==> src/verilog/vrc_defs.svh <==
// VRC2/VRC4 mapper constants

`ifndef VRC_DEFS_SVH
`define VRC_DEFS_SVH

// Bank register widths
`define VRC_PRG_BANK_W 5
`define VRC_CHR_BANK_W 9

// Last two 8 KB PRG windows are hardwired
`define VRC_PRG_FIXED_2ND_LAST 5'h1E
`define VRC_PRG_FIXED_LAST     5'h1F

// Base offsets on the mapped address buses
`define VRC_PRG_RAM_BASE 22'h3C0000
`define VRC_CHR_BASE     22'h200000

// Scanline prescaler reload values, in cpu_ce strobes
`define VRC_IRQ_PRESCALE_LONG  7'd113
`define VRC_IRQ_PRESCALE_SHORT 7'd112

`endif

==> src/verilog/vrc_bus_pkg.sv <==
// Mapper bus and bank types

`include "vrc_defs.svh"

package vrc_bus_pkg;

	// Board variant, picks the register select lines
	typedef enum logic [1:0] {
		BOARD_21,
		BOARD_22,
		BOARD_23,
		BOARD_25
	} vrc_board_t;

	// Decoded register operation of one CPU write
	typedef enum logic [3:0] {
		OP_NONE,
		OP_PRG0,
		OP_PRG1,
		OP_MIRROR_VRC2,   // 1 bit, VRC2 style
		OP_MIRROR_VRC4,   // 2 bits incl. one-screen
		OP_PRG_MODE,      // Swap bit only
		OP_CHR_LO,
		OP_CHR_HI,
		OP_IRQ_LATCH_LO,
		OP_IRQ_LATCH_HI,
		OP_IRQ_CTRL,
		OP_IRQ_ACK
	} reg_op_t;

	typedef struct packed {
		logic [`VRC_PRG_BANK_W-1:0]       prg0;
		logic [`VRC_PRG_BANK_W-1:0]       prg1;
		logic [7:0][`VRC_CHR_BANK_W-1:0]  chr;     // 1 KB pages
		logic [1:0]                       mirror;
		logic                             prg_swap;
	} bank_state_t;

endpackage

==> src/verilog/vrc_irq_pkg.sv <==
// VRC4 IRQ types

package vrc_irq_pkg;

	typedef enum logic [1:0] {
		IRQ_IDLE,    // Counter stopped
		IRQ_COUNT,   // Counting, no request
		IRQ_FIRED    // Counting, request pending
	} irq_state_t;

endpackage

==> src/verilog/reg_wr_if.sv <==
// Decoded register write

`timescale 1ns/1ps

interface reg_wr_if import vrc_bus_pkg::*; ();

	logic       we;          // One cycle per CPU write
	reg_op_t    op;
	logic [2:0] chr_index;   // CHR bank number for nibble writes
	logic [7:0] data;

	modport source (
		output we, op, chr_index, data
	);

	modport sink (
		input we, op, chr_index, data
	);

endinterface

==> src/verilog/vrc4_mapper.sv <==
// Konami VRC2/VRC4 mapper top

`timescale 1ns/1ps

module vrc4_mapper import vrc_bus_pkg::*, vrc_irq_pkg::*; (
	input  logic        clk,
	input  logic        rst,
	input  logic        cpu_ce,        // M2 strobe
	input  logic        prg_write,
	input  logic [15:0] prg_ain,
	input  logic [7:0]  prg_din,
	input  logic [13:0] chr_ain,
	input  vrc_board_t  board,
	input  logic        hard_mirror,
	output logic [21:0] prg_aout,
	output logic        prg_allow,
	output logic [21:0] chr_aout,
	output logic        vram_a10,
	output logic        vram_ce,
	output logic        irq
);

	bank_state_t banks;
	irq_state_t  irq_state;
	logic        restart;
	logic        cycle_mode;
	logic        tick;

	reg_wr_if wr_if ();

	vrc_reg_decode vrc_reg_decode_inst (
		.cpu_ce    (cpu_ce),
		.prg_write (prg_write),
		.prg_ain   (prg_ain),
		.prg_din   (prg_din),
		.board     (board),
		.wr        (wr_if.source)
	);

	vrc_bank_regs vrc_bank_regs_inst (
		.clk         (clk),
		.rst         (rst),
		.hard_mirror (hard_mirror),
		.wr          (wr_if.sink),
		.banks       (banks)
	);

	vrc_addr_map vrc_addr_map_inst (
		.banks     (banks),
		.board     (board),
		.prg_ain   (prg_ain),
		.prg_write (prg_write),
		.chr_ain   (chr_ain),
		.prg_aout  (prg_aout),
		.prg_allow (prg_allow),
		.chr_aout  (chr_aout),
		.vram_a10  (vram_a10),
		.vram_ce   (vram_ce)
	);

	vrc_irq_prescaler vrc_irq_prescaler_inst (
		.clk        (clk),
		.rst        (rst),
		.cpu_ce     (cpu_ce),
		.restart    (restart),
		.state      (irq_state),
		.cycle_mode (cycle_mode),
		.tick       (tick)
	);

	vrc_irq_fsm vrc_irq_fsm_inst (
		.clk        (clk),
		.rst        (rst),
		.tick       (tick),
		.wr         (wr_if.sink),
		.state      (irq_state),
		.restart    (restart),
		.cycle_mode (cycle_mode),
		.irq        (irq)
	);

endmodule

==> src/verilog/vrc_addr_map.sv <==
// PRG, CHR and CIRAM address translation

`timescale 1ns/1ps
`include "vrc_defs.svh"

module vrc_addr_map import vrc_bus_pkg::*; (
	input  bank_state_t banks,
	input  vrc_board_t  board,
	input  logic [15:0] prg_ain,
	input  logic        prg_write,
	input  logic [13:0] chr_ain,
	output logic [21:0] prg_aout,
	output logic        prg_allow,
	output logic [21:0] chr_aout,
	output logic        vram_a10,
	output logic        vram_ce
);

	logic [`VRC_PRG_BANK_W-1:0] prg_bank;
	logic [`VRC_CHR_BANK_W-1:0] chr_bank;
	logic [`VRC_CHR_BANK_W-1:0] chr_page;
	logic                       prg_is_ram;

	// Swap mode trades the 0x8000 and 0xC000 windows
	always_comb begin
		casez ({prg_ain[14:13], banks.prg_swap})
			3'b00_0: prg_bank = banks.prg0;
			3'b00_1: prg_bank = `VRC_PRG_FIXED_2ND_LAST;
			3'b01_?: prg_bank = banks.prg1;
			3'b10_0: prg_bank = `VRC_PRG_FIXED_2ND_LAST;
			3'b10_1: prg_bank = banks.prg0;
			default: prg_bank = `VRC_PRG_FIXED_LAST;
		endcase
	end

	assign prg_is_ram = (prg_ain[15:13] == 3'b011);   // 0x6000-0x7FFF
	assign prg_allow  = (prg_ain[15] & ~prg_write) | prg_is_ram;
	assign prg_aout   = prg_is_ram ? `VRC_PRG_RAM_BASE + 22'(prg_ain[12:0])
	                               : 22'({prg_bank, prg_ain[12:0]});

	assign vram_ce  = chr_ain[13];
	assign chr_bank = banks.chr[chr_ain[12:10]];

	// Board 22 ignores the lowest CHR bank bit
	always_comb begin
		if (vram_ce)
			chr_page = {{(`VRC_CHR_BANK_W - 4){1'b0}}, chr_ain[13:10]};
		else if (board == BOARD_22)
			chr_page = chr_bank >> 1;
		else
			chr_page = chr_bank;
	end

	assign chr_aout = `VRC_CHR_BASE + 22'({chr_page, chr_ain[9:0]});

	always_comb begin
		case (banks.mirror)
			2'b00:   vram_a10 = chr_ain[10];       // Vertical
			2'b01:   vram_a10 = chr_ain[11];       // Horizontal
			default: vram_a10 = banks.mirror[0];   // One-screen
		endcase
	end

endmodule

==> src/verilog/vrc_bank_regs.sv <==
// PRG, CHR and mirroring registers

`timescale 1ns/1ps

module vrc_bank_regs import vrc_bus_pkg::*; (
	input  logic        clk,
	input  logic        rst,
	input  logic        hard_mirror,
	reg_wr_if.sink      wr,
	output bank_state_t banks
);

	always_ff @(posedge clk) begin
		if (rst) begin
			banks.prg0     <= 5'd0;
			banks.prg1     <= 5'd1;
			banks.mirror   <= {1'b0, ~hard_mirror};   // Vertical or horizontal
			banks.prg_swap <= 1'b0;
			for (int i = 0; i < 8; i++) begin
				banks.chr[i] <= 9'(i);   // Identity CHR layout
			end
		end else if (wr.we) begin
			case (wr.op)
				OP_PRG0: begin
					banks.prg0 <= wr.data[4:0];
				end
				OP_PRG1: begin
					banks.prg1 <= wr.data[4:0];
				end
				OP_MIRROR_VRC2: begin
					banks.mirror[0] <= wr.data[0];   // V/H select only
				end
				OP_MIRROR_VRC4: begin
					banks.mirror <= wr.data[1:0];
				end
				OP_PRG_MODE: begin
					banks.prg_swap <= wr.data[1];
				end
				OP_CHR_LO: begin
					banks.chr[wr.chr_index][3:0] <= wr.data[3:0];
				end
				OP_CHR_HI: begin
					banks.chr[wr.chr_index][8:4] <= wr.data[4:0];
				end
				default: begin
				end
			endcase
		end
	end

endmodule

==> src/verilog/vrc_irq_fsm.sv <==
// VRC4 IRQ counter and state machine

`timescale 1ns/1ps

module vrc_irq_fsm import vrc_bus_pkg::*, vrc_irq_pkg::*; (
	input  logic       clk,
	input  logic       rst,
	input  logic       tick,
	reg_wr_if.sink     wr,
	output irq_state_t state,
	output logic       restart,
	output logic       cycle_mode,
	output logic       irq
);

	logic [7:0] latch;
	logic [7:0] counter;
	logic       ack_enable;   // A bit, state to resume on ack
	logic       ctrl_wr;
	logic       ack_wr;

	assign ctrl_wr = wr.we && (wr.op == OP_IRQ_CTRL);
	assign ack_wr  = wr.we && (wr.op == OP_IRQ_ACK);
	assign restart = ctrl_wr & wr.data[1];
	assign irq     = (state == IRQ_FIRED);

	always_ff @(posedge clk) begin
		if (rst) begin
			latch <= 8'd0;
		end else if (wr.we && wr.op == OP_IRQ_LATCH_LO) begin
			latch[3:0] <= wr.data[3:0];
		end else if (wr.we && wr.op == OP_IRQ_LATCH_HI) begin
			latch[7:4] <= wr.data[3:0];
		end
	end

	always_ff @(posedge clk) begin
		if (rst) begin
			cycle_mode <= 1'b0;
			ack_enable <= 1'b0;
		end else if (ctrl_wr) begin
			cycle_mode <= wr.data[2];
			ack_enable <= wr.data[0];
		end
	end

	// Register writes take priority over a counter tick
	always_ff @(posedge clk) begin
		if (rst) begin
			state   <= IRQ_IDLE;
			counter <= 8'd0;
		end else if (ctrl_wr) begin
			if (wr.data[1]) begin
				counter <= latch;
				state   <= IRQ_COUNT;
			end else begin
				state <= IRQ_IDLE;
			end
		end else if (ack_wr) begin
			state <= ack_enable ? IRQ_COUNT : IRQ_IDLE;
		end else if (tick && state != IRQ_IDLE) begin
			if (counter == 8'hFF) begin
				counter <= latch;     // Overflow reloads and fires
				state   <= IRQ_FIRED;
			end else begin
				counter <= counter + 8'd1;
			end
		end
	end

endmodule

==> src/verilog/vrc_irq_prescaler.sv <==
// VRC4 scanline prescaler

`timescale 1ns/1ps
`include "vrc_defs.svh"

module vrc_irq_prescaler import vrc_irq_pkg::*; (
	input  logic       clk,
	input  logic       rst,
	input  logic       cpu_ce,
	input  logic       restart,
	input  irq_state_t state,
	input  logic       cycle_mode,
	output logic       tick
);

	logic [6:0] count;
	logic [1:0] line;   // Phase within a three-line group

	assign tick = cpu_ce & (cycle_mode | (count == 7'd0));

	// Reloads give a 114/114/113 strobe period per line
	always_ff @(posedge clk) begin
		if (rst || restart) begin
			count <= `VRC_IRQ_PRESCALE_LONG;
			line  <= 2'd0;
		end else if (cpu_ce && state != IRQ_IDLE) begin
			if (count != 7'd0) begin
				count <= count - 7'd1;
			end else begin
				count <= (line == 2'd1) ? `VRC_IRQ_PRESCALE_SHORT : `VRC_IRQ_PRESCALE_LONG;
				line  <= (line == 2'd2) ? 2'd0 : line + 2'd1;
			end
		end
	end

endmodule

==> src/verilog/vrc_reg_decode.sv <==
// VRC register write decoder

`timescale 1ns/1ps

module vrc_reg_decode import vrc_bus_pkg::*; (
	input  logic        cpu_ce,
	input  logic        prg_write,
	input  logic [15:0] prg_ain,
	input  logic [7:0]  prg_din,
	input  vrc_board_t  board,
	reg_wr_if.source    wr
);

	logic       r1;
	logic       r0;
	logic [2:0] sel;
	logic [1:0] chr_row;
	reg_op_t    op;

	assign sel = prg_ain[14:12];
	assign chr_row = sel[1:0] - 2'd3;   // 3..6 maps to 0..3

	// Each board wires different CPU lines to the register select pins
	always_comb begin
		case (board)
			BOARD_21: begin
				r1 = prg_ain[7] | prg_ain[2];
				r0 = prg_ain[6] | prg_ain[1];
			end
			BOARD_22: begin
				r1 = prg_ain[0];
				r0 = prg_ain[1];
			end
			BOARD_23: begin
				r1 = prg_ain[3] | prg_ain[1];
				r0 = prg_ain[2] | prg_ain[0];
			end
			default: begin
				r1 = prg_ain[2] | prg_ain[0];
				r0 = prg_ain[3] | prg_ain[1];
			end
		endcase
	end

	always_comb begin
		op = OP_NONE;
		case (sel)
			3'd0: op = OP_PRG0;
			3'd1: begin
				if (board == BOARD_22)
					op = OP_MIRROR_VRC2;
				else if (r1)
					op = OP_PRG_MODE;
				else
					op = OP_MIRROR_VRC4;
			end
			3'd2: op = OP_PRG1;
			3'd7: begin
				if (board != BOARD_22) begin   // VRC2 has no IRQ
					case ({r1, r0})
						2'b00:   op = OP_IRQ_LATCH_LO;
						2'b01:   op = OP_IRQ_LATCH_HI;
						2'b10:   op = OP_IRQ_CTRL;
						default: op = OP_IRQ_ACK;
					endcase
				end
			end
			default: op = r0 ? OP_CHR_HI : OP_CHR_LO;
		endcase
	end

	assign wr.we        = cpu_ce & prg_write & prg_ain[15];
	assign wr.op        = op;
	assign wr.chr_index = {chr_row, r1};
	assign wr.data      = prg_din;

endmodule
==> config.mk <==
export PLATFORM = sky130hd
export DESIGN_NAME = vrc4_mapper
export DESIGN_NICKNAME = d
export VERILOG_FILES = /design/src/verilog/vrc_bus_pkg.sv /design/src/verilog/vrc_irq_pkg.sv /design/src/verilog/reg_wr_if.sv /design/src/verilog/vrc4_mapper.sv /design/src/verilog/vrc_addr_map.sv /design/src/verilog/vrc_bank_regs.sv /design/src/verilog/vrc_irq_fsm.sv /design/src/verilog/vrc_irq_prescaler.sv /design/src/verilog/vrc_reg_decode.sv
export VERILOG_INCLUDE_DIRS = /design/src /design/src/verilog
export SDC_FILE = /design/constraint.sdc
export NUM_CORES = 1
export LEC_CHECK = 0
export BUFFER_PORTS_ARGS = -buffer_cell sky130_fd_sc_hd__buf_2
export CAP_MARGIN = 0
export CORE_MARGIN = 4
export CORE_UTILIZATION = 52
export CTS_CLUSTER_SIZE = 28
export DETAILED_ROUTE_END_ITERATION = 7
export GPL_TIMING_DRIVEN = 0
export PLACE_DENSITY = 0.77
export SLEW_MARGIN = 15
export SYNTH_ARGS = -nofsm -noshare
export SYNTH_HDL_FRONTEND = slang
export SYNTH_SLANG_ARGS = --single-unit
==> constraint.sdc <==
create_clock -name clk -period 1.8 [get_ports clk]
set_input_delay 0.18 -clock clk [delete_from_list [all_inputs] [get_ports clk]]
set_output_delay 0.18 -clock clk [all_outputs]
set_load 0.005 [all_outputs]
# ---- Yosys cells after proc, flatten, opt, wreduce, memory -nomap -nowiden
# Cells that the tools add are included.
dict set report totals {
  regBits 114
  in_bits 45
  wordCells 151
}
dict set report op_classes {
  add_sub_neg 6
  magnitude_cmp 3
  n_eq_ne 31
  n_mux 40
  bitwise 15
  n_reduce_logical 35
}
# operator count
set op_table {}
lappend op_table {{$bwmux W72} 2}
lappend op_table {{$pmux W72 S2} 1}
lappend op_table {{$demux W9 S3} 2}
lappend op_table {{$mux W8} 5}
lappend op_table {{$mux W9} 4}
lappend op_table {{$bmux W9 S3} 1}
lappend op_table {{$add A22 B19 Y22 const A} 1}
lappend op_table {{$mux W22} 1}
lappend op_table {{$add A19 B14 Y20 const A} 1}
lappend op_table {{$reduce_and A2 Y1} 9}
lappend op_table {{$eq A4 B3 Y1 const B} 4}
lappend op_table {{$eq A4 B4 Y1 const B} 4}
lappend op_table {{$pmux W4 S4} 1}
lappend op_table {{$pmux W5 S3} 1}
lappend op_table {{$mux W2} 7}
lappend op_table {{$mux W4} 3}
lappend op_table {{$eq A2 B1 Y1 const B} 5}
lappend op_table {{$reduce_bool A2 Y1} 5}
lappend op_table {{$eq A3 B3 Y1 const B} 3}
lappend op_table {{$add A8 B1 Y8 const B} 1}
lappend op_table {{$eq A2 B2 Y1 const B} 4}
lappend op_table {{$eq A4 B2 Y1 const B} 2}
lappend op_table {{$eq A8 B8 Y1 const B} 1}
lappend op_table {{$lt A3 B4 Y1 const B} 2}
lappend op_table {{26 further kinds} 60}

# ---- Logic depth before layout (Yosys ltp)
# Gate-level depths: netlist (run 1).
dict set report depth {
  word_depth 11
  mapped_depth 9
  depth_no_buf 8
}

# ---- Hierarchy
# Synthesis (run 1) repeated with hierarchy kept, for this count alone.
dict set report hier_totals {
  cells_unflattened 672
  area_unflattened_um2 6478.7
}
# module instances cells_each area_per_inst_um2 seq_area_each_um2
set by_module_without_submodules {}
lappend by_module_without_submodules {vrc_bank_regs 1 324 3555.9 1711.6}
lappend by_module_without_submodules {vrc_addr_map 1 122 1103.6 0.0}
lappend by_module_without_submodules {vrc_irq_fsm 1 122 1027.2 400.4}
lappend by_module_without_submodules {vrc_irq_prescaler 1 60 493.0 180.2}
lappend by_module_without_submodules {vrc_reg_decode 1 44 299.0 0.0}

# ---- Least setup slack after synthesis (run 1)
# No wires, ideal clock.
dict set report synth_timing {
  kind {register to register}
  startpoint {register vrc_irq_prescaler_inst.count[0]}
  endpoint {register vrc_irq_fsm_inst.counter[0]}
  setup_ns 0.120
  arrival_ns 1.799
  required_time_ns 1.680
  setup_slack_ns -0.119
  path_stages_with_launch 9
  path_buffers 0
  period_less_slack_ns 1.919
  cell_sequence {dfxtp_1 -> inv_1 -> ha_1 -> nor3b_1 -> a31oi_1 -> a31oi_1 -> a41oi_4 -> and2_1 -> o31a_1}
}
dict set report synth_between {
  elab_chain_cells 6
}
# item line_no
set synth_lines {}
lappend synth_lines {{from (decl)} vrc_irq_prescaler.sv:16} ;# logic [6:0] count;
lappend synth_lines {{from (signal assigned)} vrc_irq_prescaler.sv:24} ;# count <= `VRC_IRQ_PRESCALE_LONG;
lappend synth_lines {{from (signal assigned)} vrc_irq_prescaler.sv:28} ;# count <= count - 7'd1;
lappend synth_lines {{from (signal assigned)} vrc_irq_prescaler.sv:30} ;# count <= (line == 2'd1) ? `VRC_IRQ_PRESCALE_SHORT : `VRC_IRQ_PRESCALE_LONG;
lappend synth_lines {{$logic_not A7 Y1} vrc_irq_prescaler.sv:19} ;# assign tick = cpu_ce & (cycle_mode | (count == 7'd0));
lappend synth_lines {{$or A1 B1 Y1} vrc_irq_prescaler.sv:19}
lappend synth_lines {{$and A1 B1 Y1} vrc_irq_prescaler.sv:19}
lappend synth_lines {{$logic_and A1 B1 Y1} vrc_irq_fsm.sv:61} ;# end else if (tick && state != IRQ_IDLE) begin
lappend synth_lines {{$reduce_bool A2 Y1 (no source line)} n/a}
lappend synth_lines {{$reduce_and A3 Y1 (no source line)} n/a}
lappend synth_lines {{to (signal assigned)} vrc_irq_fsm.sv:54} ;# counter <= latch;
lappend synth_lines {{to (signal assigned)} vrc_irq_fsm.sv:63} ;# counter <= latch;
lappend synth_lines {{to (signal assigned)} vrc_irq_fsm.sv:66} ;# counter <= counter + 8'd1;
lappend synth_lines {{to (decl)} vrc_irq_fsm.sv:17} ;# logic [7:0] counter;
# Every way passes these cells.
# A chain may end at the register's enable or synchronous reset.

# ---- Final worst setup path (run 1)
dict set report layout_timing {
  startpoint {register, netlist name vrc_bank_regs_inst.banks[68]}
  endpoint {output port chr_aout[11]}
}
dict set report layout_between {
  elab_chain_cells 5
}
# item line_no
set layout_lines {}
lappend layout_lines {{$bmux W9 S3} vrc_addr_map.sv:42} ;# assign chr_bank = banks.chr[chr_ain[12:10]];
lappend layout_lines {{$mux W9 (not written as such)} vrc_addr_map.sv:42}
lappend layout_lines {{$mux W9} vrc_addr_map.sv:48} ;# else if (board == BOARD_22)
lappend layout_lines {{$mux W9} vrc_addr_map.sv:46} ;# if (vram_ce)
lappend layout_lines {{$add A22 B19 Y22 (no source line)} n/a}
lappend layout_lines {{to (decl)} vrc4_mapper.sv:17} ;# output logic [21:0] chr_aout,
# Every way passes these cells. The select of a mux whose other input is x is not followed.

==> results of run 1 <==
per-stage QoR:
step | setup WS (ns) | utilization | hold slack [ns] | power, W
finish | -0.279 | 0.664 | 0.0439 | 0.00700
global route | -0.343 | 0.664 | 0.0797 | 0.00721
CTS | -0.270 | 0.645 | 0.0367 | 0.00698
detailed placement | -0.480 | 0.577 | 0.452 | 0.00318
global placement | -0.446 | 0.577 | 0.446 | 0.00317
floorplan | 0.0239 | - | 0.327 | 0.00299
power by group through the flow:
stage / sequential (W) / combinational, W / clock (W)
6_report: 0.00254 / 0.000636 / 0.00382
2_1_floorplan: 0.00259 / 0.000396 / 0
3_3_place_gp: 0.00260 / 0.000573 / 0
3_5_place_dp: 0.00260 / 0.000584 / 0
4_1_cts: 0.00254 / 0.000599 / 0.00384
5_1_grt: 0.00254 / 0.000685 / 0.00398
Yosys cell counts (4+ instances only):
cell / n / area [um2]
a211oi_1: 6 / 45.0
a21oi_1: 18 / 90.1
and3_1: 11 / 68.8
buf_2: 14 / 70.1
buf_4: 35 / 263
buf_6: 4 / 45.0
clkbuf_1: 22 / 82.6
dfxtp_1: 113 / 2260
inv_1: 12 / 45.0
mux2_2: 5 / 56.3
mux2i_1: 98 / 981
mux4_2: 18 / 405
nand2_1: 40 / 150
nand2b_1: 5 / 31.3
nand3_1: 12 / 60.1
nand3_2: 7 / 70.1
nor2_1: 105 / 394
nor3_1: 14 / 70.1
nor3_4: 5 / 81.3
o21ai_0: 20 / 100
o32ai_1: 6 / 52.6
xnor2_1: 4 / 35.0
worst max-delay path by stage:
stage / startpoint / end / slack [ns] / cells after the start
2_1_floorplan: vrc_irq_prescaler_inst.count[0] / vrc_irq_fsm_inst.counter[0] / 0.02 / 8
3_3_place_gp: chr_ain[10] / chr_aout[17] / -0.45 / 7
3_5_place_dp: chr_ain[10] / chr_aout[17] / -0.48 / 7
4_1_cts: vrc_bank_regs_inst.banks[68] / chr_aout[11] / -0.27 / 5
5_1_grt: vrc_bank_regs_inst.banks[68] / chr_aout[11] / -0.34 / 5
6_report: vrc_bank_regs_inst.banks[68] / chr_aout[11] / -0.28 / 5
sequential cells by signal, indices dropped and copies added (netlist names):
| register | cells |
|---|---|
| vrc_irq_fsm_inst.latch | 8 |
| vrc_irq_fsm_inst.state | 2 |
| vrc_irq_fsm_inst.counter | 8 |
| vrc_irq_fsm_inst.cycle_mode | 1 |
| vrc_irq_fsm_inst.ack_enable | 1 |
| vrc_bank_regs_inst.banks | 85 |
| vrc_irq_prescaler_inst.count | 7 |
| vrc_irq_prescaler_inst.line | 2 |
logic make-up after synthesis:
family          after synthesis  share of synthesized area
compound gates               88                      0.105
xor+xnor                      7                     0.0100
fa+ha+maj                     2                    0.00409
buf+inv                      89                     0.0838
flops                       114                      0.375
mux                         121                      0.236
other cells                   2                    0.00123
simple gates                223                      0.186
worst max-delay path, cell delays in order, from the launching register on:
cell and delay [ns]:
dfxtp_2 0.32, mux4_2 0.52, mux2_4 0.30, mux2i_1 0.14
o21ai_1 0.07, buf_2 0.12
routing by layer:
layer / track usage / vias to the layer above / wire length [um]
met1: 0.294 / 2481 / 6520
li1: - / 2429 / -
met4: 0.101 / 0 / 364
met3: 0.0565 / 39 / 1210
met5: 0 / - / 0
met2: 0.429 / 235 / 8280
area by class of cell:
class	count	area share
clock inverters	12	0.0261
clock buffers	20	0.0615
multi-input cells	444	0.463
plain buffers	77	0.0638
well taps	143	0.0235
repair buffers	71	0.0544
inverters	12	0.00592
flip-flops and latches	114	0.302
repair_timing:
item                       CTS  global route
pin swaps                    2             5
resized for setup           24            33
hold buffers                 0             0
setup endpoints to repair   17            36
setup buffers                4             5
==> impl_metrics.py, run 1 <==
metrics = {
    "timing": {
        "rsz0062_at_grt": "yes",
        "setup_viol": 13,
        "layout_setup_ws_ns": -0.279,
        "fin_crit_sh": 1.16,
        "max_freq_ghz": 0.481,
        "period_needed_ns": 2.08,
        "tns_ns": -1.98,
        "worst_slew_margin_rel": 0.418,
        "finalHoldViolCount": 0,
        "final-max-slew-violation-count": 0,
        "finClkSkew_ns": 0.00344,
        "worst_pin_slew_ns": 0.873,
    },
    "clock_tree": {
        "clk_latency_ns": 0.42,
        "cts_max_path_buffers": 2,
        "clkSinkCount": 114,
        "cts-root-buf": "clkbuf_16",
        "cts_buffers": 17,
        "tritoncts": "yes",
        "cts_htree_levels": 4,
        "path_clk_slew_ns": 0.06,
    },
    "finish": {
        "nFillCells": 867,
        "stdcell_count": 893,
        "final_common_cell": "dfxtp_1",
        "diodes": 0,
        "multi_input_area_mm2": 0.00352,
        "most-common-layout-cells": "dfxtp_1, nor2_1, mux2i_1",
        "area_growth_pct": 24.4,
        "drive_gt1_frac": 0.325,
        "seq_area_mm2": 0.00230,
        "fin_nets": 784,
        "postLayoutCellArea_mm2": 0.00761,
    },
    "placed_design": {
        "place_congestion": 0.888,
        "post-place-cells": 852,
        "hpwl_um": 11400,
        "portBuffers": 62,
        "placed_area_mm2": 0.00662,
    },
    "yosys": {
        "synth_edf_count": 1,
        "async_flop_share": 0,
        "netlist_area_mm2": 0.00612,
        "yosysWarnings": 0,
        "ys_types": 68,
        "ys_seq_area_frac": 0.375,
        "synth_cells": 646,
        "syn_avg_cell_area_um2": 9.47,
        "ys_ff_latch": 114,
        "synth_ff_type": "dfxtp_1",
    },
    "pwr": {
        "combPwrFrac": 0.091,
        "p_int_w": 0.00538,
        "clkPwrFrac": 0.546,
        "p_leak_nw": 3.31,
        "powerDensity_mw_per_mm2": 920,
        "p_sw_frac": 0.232,
        "ir_worst_vdd_uv": 1160,
        "p_seq_frac": 0.363,
        "p_sw_w": 0.00163,
    },
    "global_routing": {
        "overflow": 0,
        "grt_max_degree": 17,
        "grt_pass1_wl_um": 25600,
        "grt_antenna_before_repair": 0,
        "track_usage": 0.247,
        "grt_pass1_vias": 5148,
    },
    "detailed_routing": {
        "viasPerCell": 5.81,
        "routedWlPerCell_um": 18.3,
        "drc": 0,
        "num_vias": 5184,
        "drt_pass1_iterations": 5,
        "finalWirelength_um": 16400,
        "antenna_left": 0,
        "drtIter0Drc": 486,
    },
    "die": {
        "num_rows": 39,
        "boundaryPins": 93,
        "fp.dieW_um": 116,
        "core_area_mm2": 0.0115,
        "die_y_um": 116,
        "start_util": 0.534,
        "die-area_mm2": 0.0136,
    },
    "min_path": {
        "hold_class": "in2reg",
        "hold_end": "vrc_irq_fsm_inst.latch[2]",
        "whs_path_depth": 3,
        "min-delay-start": "prg_din[2]",
    },
    "critical_path": {
        "crit_path_end_kind": "primary output",
        "startpoint_type": "register",
        "crit_arrival_ns": 1.90,
        "r2r_start": "vrc_irq_prescaler_inst.count[1]",
        "r2r_cells": 8,
        "setup.worst_path.class": "reg2out",
        "rr_endpoint": "vrc_irq_fsm_inst.counter[0]",
        "cp_max_fo": 2,
        "rrSetupSlack_ns": -0.03,
        "crit_required_ns": 1.62,
    },
    "run_status": {
        "violations": "setup timing",
        "status": "finished with violations",
    },
    "flow_run": {
        "cap_violations": 0,
    },
}
Note: power is estimated with default switching activity, not from simulation.
==> run 2: changes to the inputs <==
clock period = 1.9 ns   (was 1.8 ns; I/O delays follow)
==> impl_metrics.py, run 2 (synthesis gave the netlist of run 1 again) <==
metrics = {
    "global_routing": {
        "grt_pass1_wl_um": 25400,
        "track_usage": 0.246,
        "grt_max_degree": 17,
        "grt_antenna_before_repair": 0,
        "grt_pass1_vias": 5146,
        "overflow": 0,
    },
    "clock_tree": {
        "cts_htree_levels": 4,
        "path_clk_slew_ns": 0.06,
        "tritoncts": "yes",
        "cts_max_path_buffers": 2,
        "holdBufCountCts": 0,
        "cts-root-buf": "clkbuf_16",
        "clk_latency_ns": 0.42,
        "clkSinkCount": 114,
        "cts_buffers": 17,
    },
    "die": {
        "die_y_um": 116,
        "num_rows": 39,
        "start_util": 0.534,
        "core_area_mm2": 0.0115,
        "fp.dieW_um": 116,
        "boundaryPins": 93,
        "die-area_mm2": 0.0136,
    },
    "critical_path": {
        "path_cells": "mux4_2, mux2_4, o21ai_2, o21ai_0, buf_2",
        "cp_max_fo": 2,
        "crit_arrival_ns": 1.89,
        "setup.worst_path.class": "reg2out",
        "slowest_stage": "mux4_2",
        "startpoint_type": "register",
        "startpoint": "vrc_bank_regs_inst.banks[68]",
        "r2r_start": "vrc_irq_fsm_inst.counter[0]",
        "crit_path_end_kind": "primary output",
        "cp_top_family": "multiplexers",
        "critical-path-max-stage-delay_ns": 0.51,
        "crit_required_ns": 1.71,
        "path_buf_inv": 1,
    },
    "finish": {
        "top_register": "vrc_bank_regs_inst.banks",
        "stdcell_count": 889,
        "drive_gt1_frac": 0.311,
        "top_regs": "vrc_bank_regs_inst.banks (85), vrc_irq_fsm_inst.counter (8), vrc_irq_fsm_inst.latch (8)",
        "most-common-layout-cells": "dfxtp_1, nor2_1, mux2i_1",
        "largest_register_ffs": 85,
        "fin_nets": 780,
        "final_common_cell": "dfxtp_1",
        "area_growth_pct": 22.2,
        "diodes": 0,
    },
    "pwr": {
        "p_leak_nw": 3.28,
        "powerDensity_mw_per_mm2": 885,
        "power_w": 0.00661,
        "ir_worst_vdd_uv": 1090,
    },
    "detailed_routing": {
        "antenna_left": 0,
        "drtIter0Drc": 490,
        "routedWlPerCell_um": 18.3,
        "drt_pass1_iterations": 6,
        "viasPerCell": 5.77,
        "finalWirelength_um": 16300,
        "drc": 0,
        "num_vias": 5129,
    },
    "timing": {
        "rsz0062_at_grt": "yes",
        "period_needed_ns": 2.08,
        "setup_viol": 9,
        "tns_ns": -1.09,
        "layout_setup_ws_ns": -0.176,
        "whs_ns": 0.0555,
        "finClkSkew_ns": 0.00489,
        "worst_pin_slew_ns": 0.841,
        "worst_slew_margin_rel": 0.440,
        "fin_crit_sh": 1.09,
        "finalHoldViolCount": 0,
        "max_freq_ghz": 0.482,
        "final-max-slew-violation-count": 0,
    },
    "placed_design": {
        "hpwl_um": 11400,
        "post-place-cells": 852,
        "portBuffers": 62,
        "place_worst_setup_slack_ns": -0.400,
        "place_congestion": 0.888,
    },
    "flow_run": {
        "cap_violations": 0,
    },
    "run_status": {
        "status": "finished with violations",
        "violations": "setup timing",
    },
    "min_path": {
        "hold_class": "in2reg",
        "min-delay-start": "prg_din[2]",
    },
}
==> run 2: repair_timing <==
| item | 4_1_cts | 5_1_grt |
|---|---|---|
| pin swaps | 1 | 6 |
| buffers inserted | 2 | 3 |
| gates resized for setup | 19 | 23 |
| setup endpoints to repair | 15 | 16 |
==> run 2: cell type report <==
class / instances / area (um2)
Tap cell: 143 / 179
Fill cell: 889 / 3990
Buffer: 77 / 485
Sequential cell: 114 / 2300
Multi-Input combinational cell: 444 / 3440
Clock buffer: 20 / 468
Inverter: 12 / 45.0
Clock inverter: 12 / 199
Timing Repair Buffer: 67 / 360
==> run 2: final timing paths <==
| check | end | slack (ns) | cells past startpoint |
|---|---|---|---|
| min | vrc_irq_fsm_inst.latch[2] | 0.06 | 3 |
| min reg2reg | vrc_irq_fsm_inst.cycle_mode | 0.46 | 2 |
| max reg2reg | vrc_irq_fsm_inst.counter[4] | 0.07 | 8 |
| max | chr_aout[12] | -0.18 | 5 |
==> run 2: worst register-to-register path: cells and delay by family, from the launching register on <==
kind,cells,cell delay (ns)
adders and majority gates,1,0.23
and+or+nand+nor,3,0.45
buffers and inverters,1,0.15
AOI/OAI and AO/OA,3,0.52
DFF,1,0.34
==> run 2: power breakdown <==
group          total (W)  internal (W)  switching (W)
combinational   0.000583      0.000234       0.000349
sequential       0.00241       0.00240     0.00000518
clock            0.00362       0.00244        0.00118
total            0.00661       0.00508        0.00153
==> run 2: per-stage QoR <==
stage / utilization / instance area (um2)
after global placement: 0.577 / 6620
after global routing: 0.652 / 7480
after floorplan: - / 6130
after detailed placement: 0.577 / 6620
final: 0.652 / 7480
after CTS: 0.643 / 7370
==> run 2: layer usage <==
| layer | global-route usage | wire, um |
|---|---|---|
| met5 | 0 | 0 |
| met1 | 0.292 | 6600 |
| met4 | 0.0990 | 404 |
| met2 | 0.423 | 8080 |
| met3 | 0.0637 | 1180 |
==> run 3: changes to the inputs <==
CORE_UTILIZATION = 50   (was 52)
CTS_CLUSTER_DIAMETER = 60   (was default)
PLACE_DENSITY = 0.74   (was 0.77)
==> impl_metrics.py, run 3 (synthesis gave the netlist of run 1 again) <==
metrics = {
    "detailed_routing": {
        "routedWlPerCell_um": 18.2,
        "drt_pass1_iterations": 7,
        "drc": 0,
        "finalWirelength_um": 16300,
        "antenna_left": 0,
        "num_vias": 5141,
        "viasPerCell": 5.74,
        "drtIter0Drc": 415,
    },
    "finish": {
        "top_register": "vrc_bank_regs_inst.banks",
        "area_growth_pct": 20.8,
        "seq_area_mm2": 0.00230,
        "postLayoutCellArea_mm2": 0.00739,
        "diodes": 0,
        "drive_gt1_frac": 0.306,
        "multi_input_area_mm2": 0.00340,
        "nFillCells": 995,
        "fin_nets": 783,
        "top_regs": "vrc_bank_regs_inst.banks (85), vrc_irq_fsm_inst.counter (8), vrc_irq_fsm_inst.latch (8)",
        "largest_register_ffs": 85,
        "most-common-layout-cells": "dfxtp_1, nor2_1, mux2i_1",
        "final_common_cell": "dfxtp_1",
    },
    "global_routing": {
        "grt_max_degree": 17,
        "track_usage": 0.234,
        "grt_pass1_wl_um": 26400,
        "grt_pass1_vias": 5198,
        "overflow": 0,
        "grt_antenna_before_repair": 0,
    },
    "critical_path": {
        "path_cells": "mux4_2, mux2_4, mux2i_1, o21ai_1, buf_2",
        "cp_max_fo": 2,
        "slowest_stage": "mux4_2",
        "r2r_cells": 9,
        "crit_arrival_ns": 1.89,
        "crit_path_end_kind": "primary output",
        "critical-path-max-stage-delay_ns": 0.51,
        "rrSetupSlack_ns": 0.03,
        "rr_endpoint": "vrc_irq_fsm_inst.counter[4]",
        "crit_required_ns": 1.71,
        "r2r_start": "vrc_irq_prescaler_inst.count[1]",
        "startpoint_type": "register",
        "setup.worst_path.class": "reg2out",
    },
    "placed_design": {
        "portBuffers": 62,
        "place_congestion": 0.967,
        "placed_area_mm2": 0.00662,
        "hpwl_um": 11600,
    },
    "clock_tree": {
        "cts_htree_levels": 4,
        "cts-root-buf": "clkbuf_16",
        "tritoncts": "yes",
        "clkSinkCount": 114,
        "cts_max_path_buffers": 2,
        "path_clk_slew_ns": 0.06,
        "cts_buffers": 17,
        "clk_latency_ns": 0.42,
    },
    "timing": {
        "worst_pin_slew_ns": 0.831,
        "worst_slew_margin_rel": 0.446,
        "period_needed_ns": 2.08,
        "finClkSkew_ns": 0.00857,
        "final-max-slew-violation-count": 0,
        "max_freq_ghz": 0.480,
        "layout_setup_ws_ns": -0.182,
        "whs_ns": 0.0812,
        "setup_viol": 8,
        "finalHoldViolCount": 0,
        "rsz0062_at_grt": "yes",
        "fin_crit_sh": 1.10,
    },
    "die": {
        "start_util": 0.509,
        "boundaryPins": 93,
        "fp.dieW_um": 119,
        "die-area_mm2": 0.0141,
        "core_area_mm2": 0.0120,
        "num_rows": 40,
        "die_y_um": 119,
    },
    "run_status": {
        "violations": "setup timing",
        "status": "finished with violations",
    },
    "min_path": {
        "whs_path_depth": 3,
        "min-delay-start": "prg_din[2]",
        "hold_end": "vrc_irq_fsm_inst.latch[2]",
        "hold_class": "in2reg",
    },
    "pwr": {
        "powerDensity_mw_per_mm2": 839,
        "ir_worst_vdd_uv": 724,
        "p_leak_nw": 3.24,
        "power_w": 0.00620,
    },
    "flow_run": {
        "cap_violations": 0,
    },
}
run 3: cell types whose count changed in the layout (fill, tap and decap cells not counted), moves of 2 or more:
| cell | before | now |
|---|---|---|
| buf_4 | 41 | 44 |
| clkinv_4 | 0 | 4 |
| dfxtp_1 | 106 | 108 |
| o21ai_1 | 3 | 6 |
| clkinv_2 | 3 | 1 |
| bufinv_16 | 5 | 2 |
| o21ai_0 | 17 | 15 |
| dfxtp_2 | 7 | 5 |
run 3: critical path: cells and delay by family (launching register included):
family	cells	cell delay (ns)
AO/OA/AOI/OAI	1	0.10
buffers and inverters	1	0.13
flip-flops	1	0.31
multiplexers	3	0.93
run 3: how the worst max path moves through the flow:
stage,start,to,slack (ns)
floorplan,vrc_irq_prescaler_inst.count[0],vrc_irq_fsm_inst.counter[0],0.12
global placement,chr_ain[10],chr_aout[17],-0.35
detailed placement,chr_ain[10],chr_aout[17],-0.39
CTS,vrc_bank_regs_inst.banks[68],chr_aout[11],-0.16
global route,vrc_bank_regs_inst.banks[64],chr_aout[17],-0.23
finish,vrc_bank_regs_inst.banks[68],chr_aout[11],-0.18
run 3: per-layer routing:
layer / vias up / global-route usage / wire (um)
met2: 185 / 0.411 / 8220
met3: 39 / 0.0565 / 974
li1: 2425 / - / -
met5: - / 0 / 0
met4: 0 / 0.0869 / 428
met1: 2492 / 0.277 / 6720
run 3: timing repair:
action / in CTS / in global routing
endpoints found under the setup margin: 16 / 17
hold buffers: 0 / 0
setup buffers: 4 / 4
pin swaps: 1 / 4
resized for setup: 20 / 15
run 3: report_power, final:
group | internal, W | switching (W)
clock | 0.00198 | 0.00123
sequential | 0.00240 | 0.00000492
combinational | 0.000232 | 0.000346
run 3: final cells by class:
class	count	area share
sequential	114	0.311
timing repair buffer	70	0.0518
clock buffer	19	0.0599
clock inverter	13	0.0203
multi-input combinational	444	0.460
inverter	12	0.00610
buffer	77	0.0657
tap	147	0.0249
run 3: stage by stage:
step | cells | setup TNS [ns] | util | setup WS, ns
4_1_cts | 892 | -1.09 | 0.609 | -0.165
2_1_floorplan | 647 | 0 | - | 0.124
3_5_place_dp | 856 | -14.40 | 0.551 | -0.388
3_3_place_gp | 856 | -10.70 | 0.551 | -0.348
6_report | 896 | -1.09 | 0.615 | -0.182
5_1_grt | 896 | -1.70 | 0.615 | -0.235
